$ cat src/design/spi_ctrl_pkg.sv
/*
  Shared types and constants for the SPI peripheral control plane.
  Imported by every design block and by the testbench model.
*/
package spi_ctrl_pkg;

  // config word length, must match exactly for a load
  localparam int CFG_BITS = 8;
  // adc, dac, aux
  localparam int NUM_PERIPH = 3;
  // slow blinker count width
  localparam int BLINK_BITS = 5;
  // log2 of clk cycles per gray step, kept small for simulation
  localparam int LOG2DELAY = 4;
  // flops per synchronizer chain
  localparam int SYNC_STAGES = 2;
  // bit counter wide enough to saturate one past CFG_BITS
  localparam int CNT_BITS = $clog2(CFG_BITS + 2);

  // periph_sel encodings
  localparam logic [1:0] PSEL_NONE = 2'd0;
  localparam logic [1:0] PSEL_ADC = 2'd1;
  localparam logic [1:0] PSEL_DAC = 2'd2;
  localparam logic [1:0] PSEL_AUX = 2'd3;

  // host link pins, cs_n active low
  typedef struct packed {
    logic sclk;
    logic cs_n;
    logic mosi;
    logic special;
  } host_pins_t;

  // one outgoing peripheral port
  typedef struct packed {
    logic sclk;
    logic cs_n;
    logic mosi;
  } periph_spi_t;

  // routing config, msb first here so led_val lands in bits 1:0
  typedef struct packed {
    logic [2:0] reserved;
    logic [1:0] periph_sel;
    logic       led_manual;
    logic [1:0] led_val;
  } route_cfg_t;

  // idle levels, also the synchronizer reset state
  localparam host_pins_t HOST_IDLE = '{sclk: 1'b0, cs_n: 1'b1, mosi: 1'b0, special: 1'b0};
  localparam periph_spi_t PERIPH_IDLE = '{sclk: 1'b0, cs_n: 1'b1, mosi: 1'b0};

endpackage

$ cat src/design/spi_pin_sync.sv
/*
  Resynchronizes host pins and peripheral miso lines into clk.
  Also produces registered one-cycle rising-edge pulses for sclk and cs_n.
*/
`timescale 1ns/1ps

module spi_pin_sync (
  input  logic                                clk,
  input  logic                                rst_n,
  input  spi_ctrl_pkg::host_pins_t            pins,
  input  logic [spi_ctrl_pkg::NUM_PERIPH-1:0] miso_in,
  output spi_ctrl_pkg::host_pins_t            sync_pins,
  output logic                                sclk_rise,
  output logic                                cs_rise,
  output logic [spi_ctrl_pkg::NUM_PERIPH-1:0] miso_sync
);

  import spi_ctrl_pkg::*;

  // synchronizer chains, stage 0 sees the raw pins
  host_pins_t            pin_stage  [SYNC_STAGES];
  logic [NUM_PERIPH-1:0] miso_stage [SYNC_STAGES];

  // one extra stage for edge detection
  logic sclk_prev;
  logic cs_prev;

  always_ff @(posedge clk or negedge rst_n)
  begin
    if (!rst_n)
    begin
      // idle levels so nothing looks like an edge out of reset
      for (int s = 0; s < SYNC_STAGES; s++)
      begin
        pin_stage[s]  <= HOST_IDLE;
        miso_stage[s] <= '0;
      end
      sclk_prev <= HOST_IDLE.sclk;
      cs_prev   <= HOST_IDLE.cs_n;
      sclk_rise <= 1'b0;
      cs_rise   <= 1'b0;
    end
    else
    begin
      pin_stage[0]  <= pins;
      miso_stage[0] <= miso_in;
      for (int s = 1; s < SYNC_STAGES; s++)
      begin
        pin_stage[s]  <= pin_stage[s-1];
        miso_stage[s] <= miso_stage[s-1];
      end
      sclk_prev <= sync_pins.sclk;
      cs_prev   <= sync_pins.cs_n;
      // pulses land one cycle after the synchronized level
      sclk_rise <= sync_pins.sclk & ~sclk_prev;
      cs_rise   <= sync_pins.cs_n & ~cs_prev;
    end
  end

  assign sync_pins = pin_stage[SYNC_STAGES-1];
  assign miso_sync = miso_stage[SYNC_STAGES-1];

endmodule

$ cat src/design/spi_route_latch.sv
/*
  Collects host config words and holds the routing configuration.
  A word loads only when exactly CFG_BITS sclk rises arrived with special low.
*/
`timescale 1ns/1ps

module spi_route_latch (
  input  logic                     clk,
  input  logic                     rst_n,
  input  spi_ctrl_pkg::host_pins_t sync_pins,
  input  logic                     sclk_rise,
  input  logic                     cs_rise,
  output spi_ctrl_pkg::route_cfg_t route_cfg
);

  import spi_ctrl_pkg::*;

  logic [CFG_BITS-1:0] shift_q;
  logic [CNT_BITS-1:0] bit_cnt;

  // a config bit arrives on an sclk rise while selected and not special
  logic cfg_bit;
  // the word just closed had the exact length
  logic word_ok;

  assign cfg_bit = sclk_rise && !sync_pins.cs_n && !sync_pins.special;
  assign word_ok = (bit_cnt == CNT_BITS'(CFG_BITS)) && !sync_pins.special;

  // msb-first shift register
  always_ff @(posedge clk or negedge rst_n)
  begin
    if (!rst_n)
    begin
      shift_q <= '0;
    end
    else if (cfg_bit)
    begin
      shift_q <= {shift_q[CFG_BITS-2:0], sync_pins.mosi};
    end
  end

  // bit counter
  always_ff @(posedge clk or negedge rst_n)
  begin
    if (!rst_n)
    begin
      bit_cnt <= '0;
    end
    else if (cs_rise)
    begin
      // count restarts at the end of a word after the load decision below
      // stays at zero while cs_n is high since no bits shift then
      bit_cnt <= '0;
    end
    else if (cfg_bit && bit_cnt <= CNT_BITS'(CFG_BITS))
    begin
      // saturates at CFG_BITS+1 so a long word stays a mismatch
      bit_cnt <= bit_cnt + 1'b1;
    end
  end

  // configuration register
  always_ff @(posedge clk or negedge rst_n)
  begin
    if (!rst_n)
    begin
      // no port selected and blinker mode
      route_cfg <= '0;
    end
    else if (cs_rise && word_ok)
    begin
      route_cfg <= route_cfg_t'(shift_q);
    end
  end

endmodule

$ cat src/design/periph_router.sv
/*
  Routes synchronized host SPI traffic to the selected peripheral port.
  The selected port's miso returns to the host through an output register.
*/
`timescale 1ns/1ps

module periph_router (
  input  logic                                                  clk,
  input  logic                                                  rst_n,
  input  spi_ctrl_pkg::host_pins_t                              sync_pins,
  input  spi_ctrl_pkg::route_cfg_t                              route_cfg,
  input  logic [spi_ctrl_pkg::NUM_PERIPH-1:0]                   miso_sync,
  output spi_ctrl_pkg::periph_spi_t [spi_ctrl_pkg::NUM_PERIPH-1:0] periph,
  output logic                                                  spi_miso
);

  import spi_ctrl_pkg::*;

  // one-hot port enable, bit 0 adc, bit 1 dac, bit 2 aux
  logic [NUM_PERIPH-1:0] port_en;

  // host pins as they would appear on an active port
  periph_spi_t host_mirror;

  always_comb
  begin
    case (route_cfg.periph_sel)
      PSEL_NONE:
      begin
        port_en = '0;
      end
      PSEL_ADC:
      begin
        port_en = 3'b001;
      end
      PSEL_DAC:
      begin
        port_en = 3'b010;
      end
      PSEL_AUX:
      begin
        port_en = 3'b100;
      end
      default:
      begin
        port_en = '0;
      end
    endcase
  end

  assign host_mirror = '{
    sclk: sync_pins.sclk,
    cs_n: sync_pins.cs_n,
    mosi: sync_pins.mosi
  };

  // port output registers
  always_ff @(posedge clk or negedge rst_n)
  begin
    if (!rst_n)
    begin
      for (int i = 0; i < NUM_PERIPH; i++)
      begin
        periph[i] <= PERIPH_IDLE;
      end
    end
    else
    begin
      for (int i = 0; i < NUM_PERIPH; i++)
      begin
        // special low is config traffic, it never leaves the fpga
        if (port_en[i] && sync_pins.special)
        begin
          periph[i] <= host_mirror;
        end
        else
        begin
          periph[i] <= PERIPH_IDLE;
        end
      end
    end
  end

  // miso return, enable is one-hot so the or is a select
  always_ff @(posedge clk or negedge rst_n)
  begin
    if (!rst_n)
    begin
      spi_miso <= 1'b0;
    end
    else
    begin
      spi_miso <= |(miso_sync & port_en);
    end
  end

endmodule

$ cat src/design/led_blinker.sv
/*
  Drives the two LEDs, either a slow gray-code count or manual bits
  taken from the routing configuration.
*/
`timescale 1ns/1ps

module led_blinker (
  input  logic                     clk,
  input  logic                     rst_n,
  input  spi_ctrl_pkg::route_cfg_t route_cfg,
  output logic [1:0]               leds
);

  import spi_ctrl_pkg::*;

  // free-running divider, upper bits form the slow count
  logic [BLINK_BITS+LOG2DELAY-1:0] div_cnt;
  logic [BLINK_BITS-1:0]           slow_cnt;
  logic [1:0]                      led_gray;

  assign slow_cnt = div_cnt[BLINK_BITS+LOG2DELAY-1:LOG2DELAY];

  // 2-bit gray of the low slow bits
  // gives 00, 01, 11, 10 with one bit flip per step
  assign led_gray = {slow_cnt[1], slow_cnt[1] ^ slow_cnt[0]};

  always_ff @(posedge clk or negedge rst_n)
  begin
    if (!rst_n)
    begin
      div_cnt <= '0;
      leds    <= 2'b00;
    end
    else
    begin
      div_cnt <= div_cnt + 1'b1;
      // manual bits show one cycle after the config changes
      if (route_cfg.led_manual)
      begin
        leds <= route_cfg.led_val;
      end
      else
      begin
        leds <= led_gray;
      end
    end
  end

endmodule

$ cat src/design/spi_periph_ctrl_top.sv
/*
  Top of the SPI control plane. The host loads a routing word over SPI,
  then its special-high traffic reaches the adc, dac or aux port.
*/
`timescale 1ns/1ps

module spi_periph_ctrl_top (
  input  logic                                                  clk,
  input  logic                                                  rst_n,
  input  spi_ctrl_pkg::host_pins_t                              host,
  output logic                                                  spi_miso,
  output spi_ctrl_pkg::periph_spi_t [spi_ctrl_pkg::NUM_PERIPH-1:0] periph,
  input  logic [spi_ctrl_pkg::NUM_PERIPH-1:0]                   periph_miso,
  output logic [1:0]                                            leds
);

  import spi_ctrl_pkg::*;

  // host pins in the clk domain
  host_pins_t sync_pins;
  // one-cycle edge pulses
  logic sclk_rise;
  logic cs_rise;
  // synchronized peripheral miso
  logic [NUM_PERIPH-1:0] miso_sync;
  // current routing word
  route_cfg_t route_cfg;

  spi_pin_sync u_pin_sync (
    .clk       (clk),
    .rst_n     (rst_n),
    .pins      (host),
    .miso_in   (periph_miso),
    .sync_pins (sync_pins),
    .sclk_rise (sclk_rise),
    .cs_rise   (cs_rise),
    .miso_sync (miso_sync)
  );

  // config words arrive with special low
  spi_route_latch u_route_latch (
    .clk       (clk),
    .rst_n     (rst_n),
    .sync_pins (sync_pins),
    .sclk_rise (sclk_rise),
    .cs_rise   (cs_rise),
    .route_cfg (route_cfg)
  );

  // data traffic with special high
  periph_router u_router (
    .clk       (clk),
    .rst_n     (rst_n),
    .sync_pins (sync_pins),
    .route_cfg (route_cfg),
    .miso_sync (miso_sync),
    .periph    (periph),
    .spi_miso  (spi_miso)
  );

  led_blinker u_blinker (
    .clk       (clk),
    .rst_n     (rst_n),
    .route_cfg (route_cfg),
    .leds      (leds)
  );

endmodule

$ cat config.mk
export PLATFORM = sky130hd
export DESIGN_NAME = spi_periph_ctrl_top
export DESIGN_NICKNAME = d
export VERILOG_FILES = /design/src/design/spi_ctrl_pkg.sv /design/src/design/spi_pin_sync.sv /design/src/design/spi_route_latch.sv /design/src/design/periph_router.sv /design/src/design/led_blinker.sv /design/src/design/spi_periph_ctrl_top.sv
export SDC_FILE = /design/constraint.sdc
export NUM_CORES = 1
export LEC_CHECK = 0
export ABC_AREA = 1
export BUFFER_PORTS_ARGS = -buffer_cell sky130_fd_sc_hd__buf_2
export CAP_MARGIN = 20
export CORE_ASPECT_RATIO = 1.5
export CORE_MARGIN = 5
export CORE_UTILIZATION = 57
export DETAILED_ROUTE_END_ITERATION = 8
export GPL_TIMING_DRIVEN = 0
export PLACE_DENSITY = 0.77
export SLEW_MARGIN = 20
export SYNTH_ARGS = -nofsm -noshare
export SYNTH_HDL_FRONTEND = slang
export SYNTH_HIERARCHICAL = 1
export SYNTH_SLANG_ARGS = --single-unit
export TNS_END_PERCENT = 10
$ cat constraint.sdc
create_clock -name clk -period 1.5 [get_ports clk]
set_clock_uncertainty 0.05 [all_clocks]
set_input_delay 0.225 -clock clk [delete_from_list [all_inputs] [get_ports clk]]
set_output_delay 0.225 -clock clk [all_outputs]
set_load 0.03 [all_outputs]
==> impl_table.tex <==
\begin{tabular}{lr}
\hline
Metric & Value \\
\hline
\multicolumn{2}{l}{\textbf{Floorplanning}} \\
Area of the core & 3190 um\^{}2 \\
Initial Util & 59.5\% \\
Number of standard-cell rows in the floorplan & 25 \\
Horizontal die dimension & 57.1 um \\
Number of top-level pins & 21 \\
Die span in y & 80.7 um \\
Total Die Area & 4610 um\^{}2 \\
\multicolumn{2}{l}{\textbf{Global route}} \\
Largest net degree at the start of global routing & 51 \\
Remaining Overflow, GRT & 0 \\
Number of antenna violations at the first check in global routing & 0 \\
GRT Total Usage & 17.0\% \\
Vias in the first global route & 1335 \\
Global-route wire length before repair & 5870 um \\
\multicolumn{2}{l}{\textbf{Drt}} \\
Drc violations & 0 \\
Number of detailed-route iterations in the first pass & 4 \\
Post-route met1 wirelength & 1140 um \\
Initial detailed-routing violation count & 40 \\
Wirelength per Cell & 12.4 um \\
Sum of routed wire length over all layers & 3140 um \\
Routed wl met3 & 129 um \\
DR vias & 1240 \\
Vias/cell & 4.90 \\
Met2 wire length & 1800 um \\
Residual antenna-violating net count after detailed routing & 0 \\
Highest metal layer used by the detailed router & met4 \\
\multicolumn{2}{l}{\textbf{CTS}} \\
CTS root buffer & sky130\_fd\_sc\_hd\_\_clkbuf\_8 \\
Clock Tree Buf Depth & 2 \\
Clock tree from TritonCTS & done \\
Number of buffers inserted during clock tree synthesis & 5 \\
Number of gates resized after CTS & 0 \\
H-tree level count & 2 \\
Worst-Skew Late Latency & 0.30 ns \\
Clock-pin slew on the worst setup and hold paths & 0.09 ns \\
TritonCTS Sinks & 50 \\
\multicolumn{2}{l}{\textbf{Timing}} \\
Hold Vio Cnt, Final & 0 \\
Rel. slew slack & 60.9\% \\
Finish-stage setup viols & 0 \\
Pin slew with the least headroom to its limit & 0.587 ns \\
RSZ-0062 raised after global routing & no \\
Final Hold Slack & 0.309 ns \\
Final total negative setup slack & 0 ns \\
Final worst path period need & 1.39 ns \\
Top achievable clock speed & 721 MHz \\
Final number of max-transition violations & 0 \\
Share of the clock period used by the worst path & 92.4\% \\
\multicolumn{2}{l}{\textbf{Synthesis}} \\
Yosys warning count & 6 \\
Number of nets produced by synthesis & 188 \\
Post-synthesis average cell area & 10.8 um\^{}2 \\
Count of mapped cells out of synthesis & 176 \\
Combined area of all synthesized cells & 1900 um\^{}2 \\
\multicolumn{2}{l}{\textbf{Worst setup path}} \\
Crit path top cell by count & sky130\_fd\_sc\_hd\_\_nand2\_1 \\
Critical setup path kind & register to register \\
Arrival time of the worst setup path & 1.54 ns \\
Critical-path maximum fanout & 5 \\
Cells along the critical path & inv\_1 > ha\_1 > nand3\_2 > nor2\_1 > nand2\_2 > nand2\_1 > nand2\_1 \\
Critical path capture point type & register \\
Startpoint Class & register \\
Critical Path RT & 1.65 ns \\
Highest cell delay on the worst timing path & 0.43 ns \\
Slowest-stage cell, CP & sky130\_fd\_sc\_hd\_\_dfrtp\_1 \\
\multicolumn{2}{l}{\textbf{Power and ir drop}} \\
Design internal power & 1.89 mW \\
Maximum resistive drop on vdd & 0.000854 V \\
Clock share of power & 32.6\% \\
Final Total Pwr & 2.48 mW \\
Leakage power total & 1.16 nW \\
Part of the total power dissipated in sequential elements & 59.8\% \\
Power Dens Cells & 1110 nW/um\^{}2 \\
Combinational cell fraction of total power & 7.6\% \\
Psw & 0.598 mW \\
Switch share & 24.1\% \\
\multicolumn{2}{l}{\textbf{Run}} \\
Max-cap violation count & 0 \\
\multicolumn{2}{l}{\textbf{Layout}} \\
Share of final-layout standard cells stronger than drive strength 1 & 25.4\% \\
Number of nets in the final layout & 224 \\
Final instance count without filler cells & 253 \\
Fillers & 243 \\
Count of antenna diodes in the layout & 0 \\
Post-layout utilization of the core & 70.2\% \\
Area growth from synthesis to final layout & 17.9\% \\
\multicolumn{2}{l}{\textbf{Outcome}} \\
Result of the run & finished, final reports clean \\
\multicolumn{2}{l}{\textbf{Placement}} \\
RePlAce Congestion & 0.787 \\
Number of buffers inserted by port buffering & 20 \\
DPL Wire Length & 2230 um \\
Placed insts & 236 \\
\multicolumn{2}{l}{\textbf{Min path}} \\
Worst hold path type & register to register \\
\hline
\end{tabular}
-- layer usage --
layer,GRT usage (%),vias up
met4,9.28,0
met1,17.9,599
met2,30.5,22
li1,-,612
met3,4.34,7
met5,0,-
-- state kept, by name, summed over array words and instances, names as in the netlist, 2 cells and up --
name                     count
u_blinker/div_cnt            6
u_blinker/leds               2
u_pin_sync/miso_stage        3
u_pin_sync/miso_sync         3
u_pin_sync/pin_stage         4
u_pin_sync/sync_pins         4
u_route_latch/bit_cnt        4
u_route_latch/route_cfg      5
u_route_latch/shift_q        5
u_router/periph              9
-- path summary, 6_finish.rpt --
kind,endpoint,cells after the start,slack (ns),startpoint
setup reg to reg,u_route_latch/route_cfg[3],7,0.11,u_route_latch/bit_cnt[0]
max in group asynchronous,u_blinker/div_cnt[5],2,0.59,rst_n
hold / removal,u_pin_sync/miso_sync[1],0,0.31,u_pin_sync/miso_stage[4]
setup / recovery,u_route_latch/route_cfg[3],7,0.11,u_route_latch/bit_cnt[0]
min in group asynchronous,u_router/periph[8],2,0.41,rst_n
hold reg to reg,u_pin_sync/miso_sync[1],0,0.31,u_pin_sync/miso_stage[4]
-- layout make-up --
type | count | area, um^2 | area share [%]
tap | 40 | 50.0 | 2.24
multi-input combinational | 96 | 495 | 22.1
clock inverter | 2 | 16.3 | 0.727
inverter | 22 | 85.1 | 3.80
clock buffer | 6 | 82.6 | 3.69
timing repair buffer | 29 | 190 | 8.50
buffer | 8 | 60.1 | 2.68
sequential | 50 | 1260 | 56.2
-- power by group through the flow --
stage | registers (mW) | clock network, mW | logic, mW
6_report | 1.48 | 0.810 | 0.189
5_1_grt | 1.50 | 0.882 | 0.221
4_1_cts | 1.48 | 0.840 | 0.189
3_5_place_dp | 1.51 | 0 | 0.174
3_3_place_gp | 1.50 | 0 | 0.165
2_1_floorplan | 1.51 | 0 | 0.0985
-- per-stage QoR --
step | setup slack (ns) | area, um^2
finish | 0.113 | 2240
global route | 0.00645 | 2240
CTS | 0.0931 | 2220
detailed placement | 0.0853 | 2050
global placement | 0.168 | 2050
floorplan | 0.260 | 1900
-- critical path, delay by kind of cell, from the launching register on --
family                     cells  cell delay (ns)
adders and majority gates      1             0.21
and+or+nand+nor                5             0.50
DFF                            1             0.43
buffers and inverters          1             0.10
-- layout by cell type, fill, tap and decap left out, drive strengths merged --
cell and count:
a21oi 2, buf 29, clkbuf 6, clkinvlp 1
dfrtp 44, dfstp 6, dlygate4sd3 8, ha 3
inv 23, nand2 43, nand3 16, nand4 7
nor2 14, nor3 1, o21ai 6, o21bai 1
xnor2 1, xor2 2
-- what timing repair did --
action | 4_1_cts | 5_1_grt
hold buffers | 7 | 1
setup buffers | 0 | 1
hold endpoints to repair | 7 | 44
endpoints found under the setup margin | 0 | 3
(Power assumes the default switching activity.)
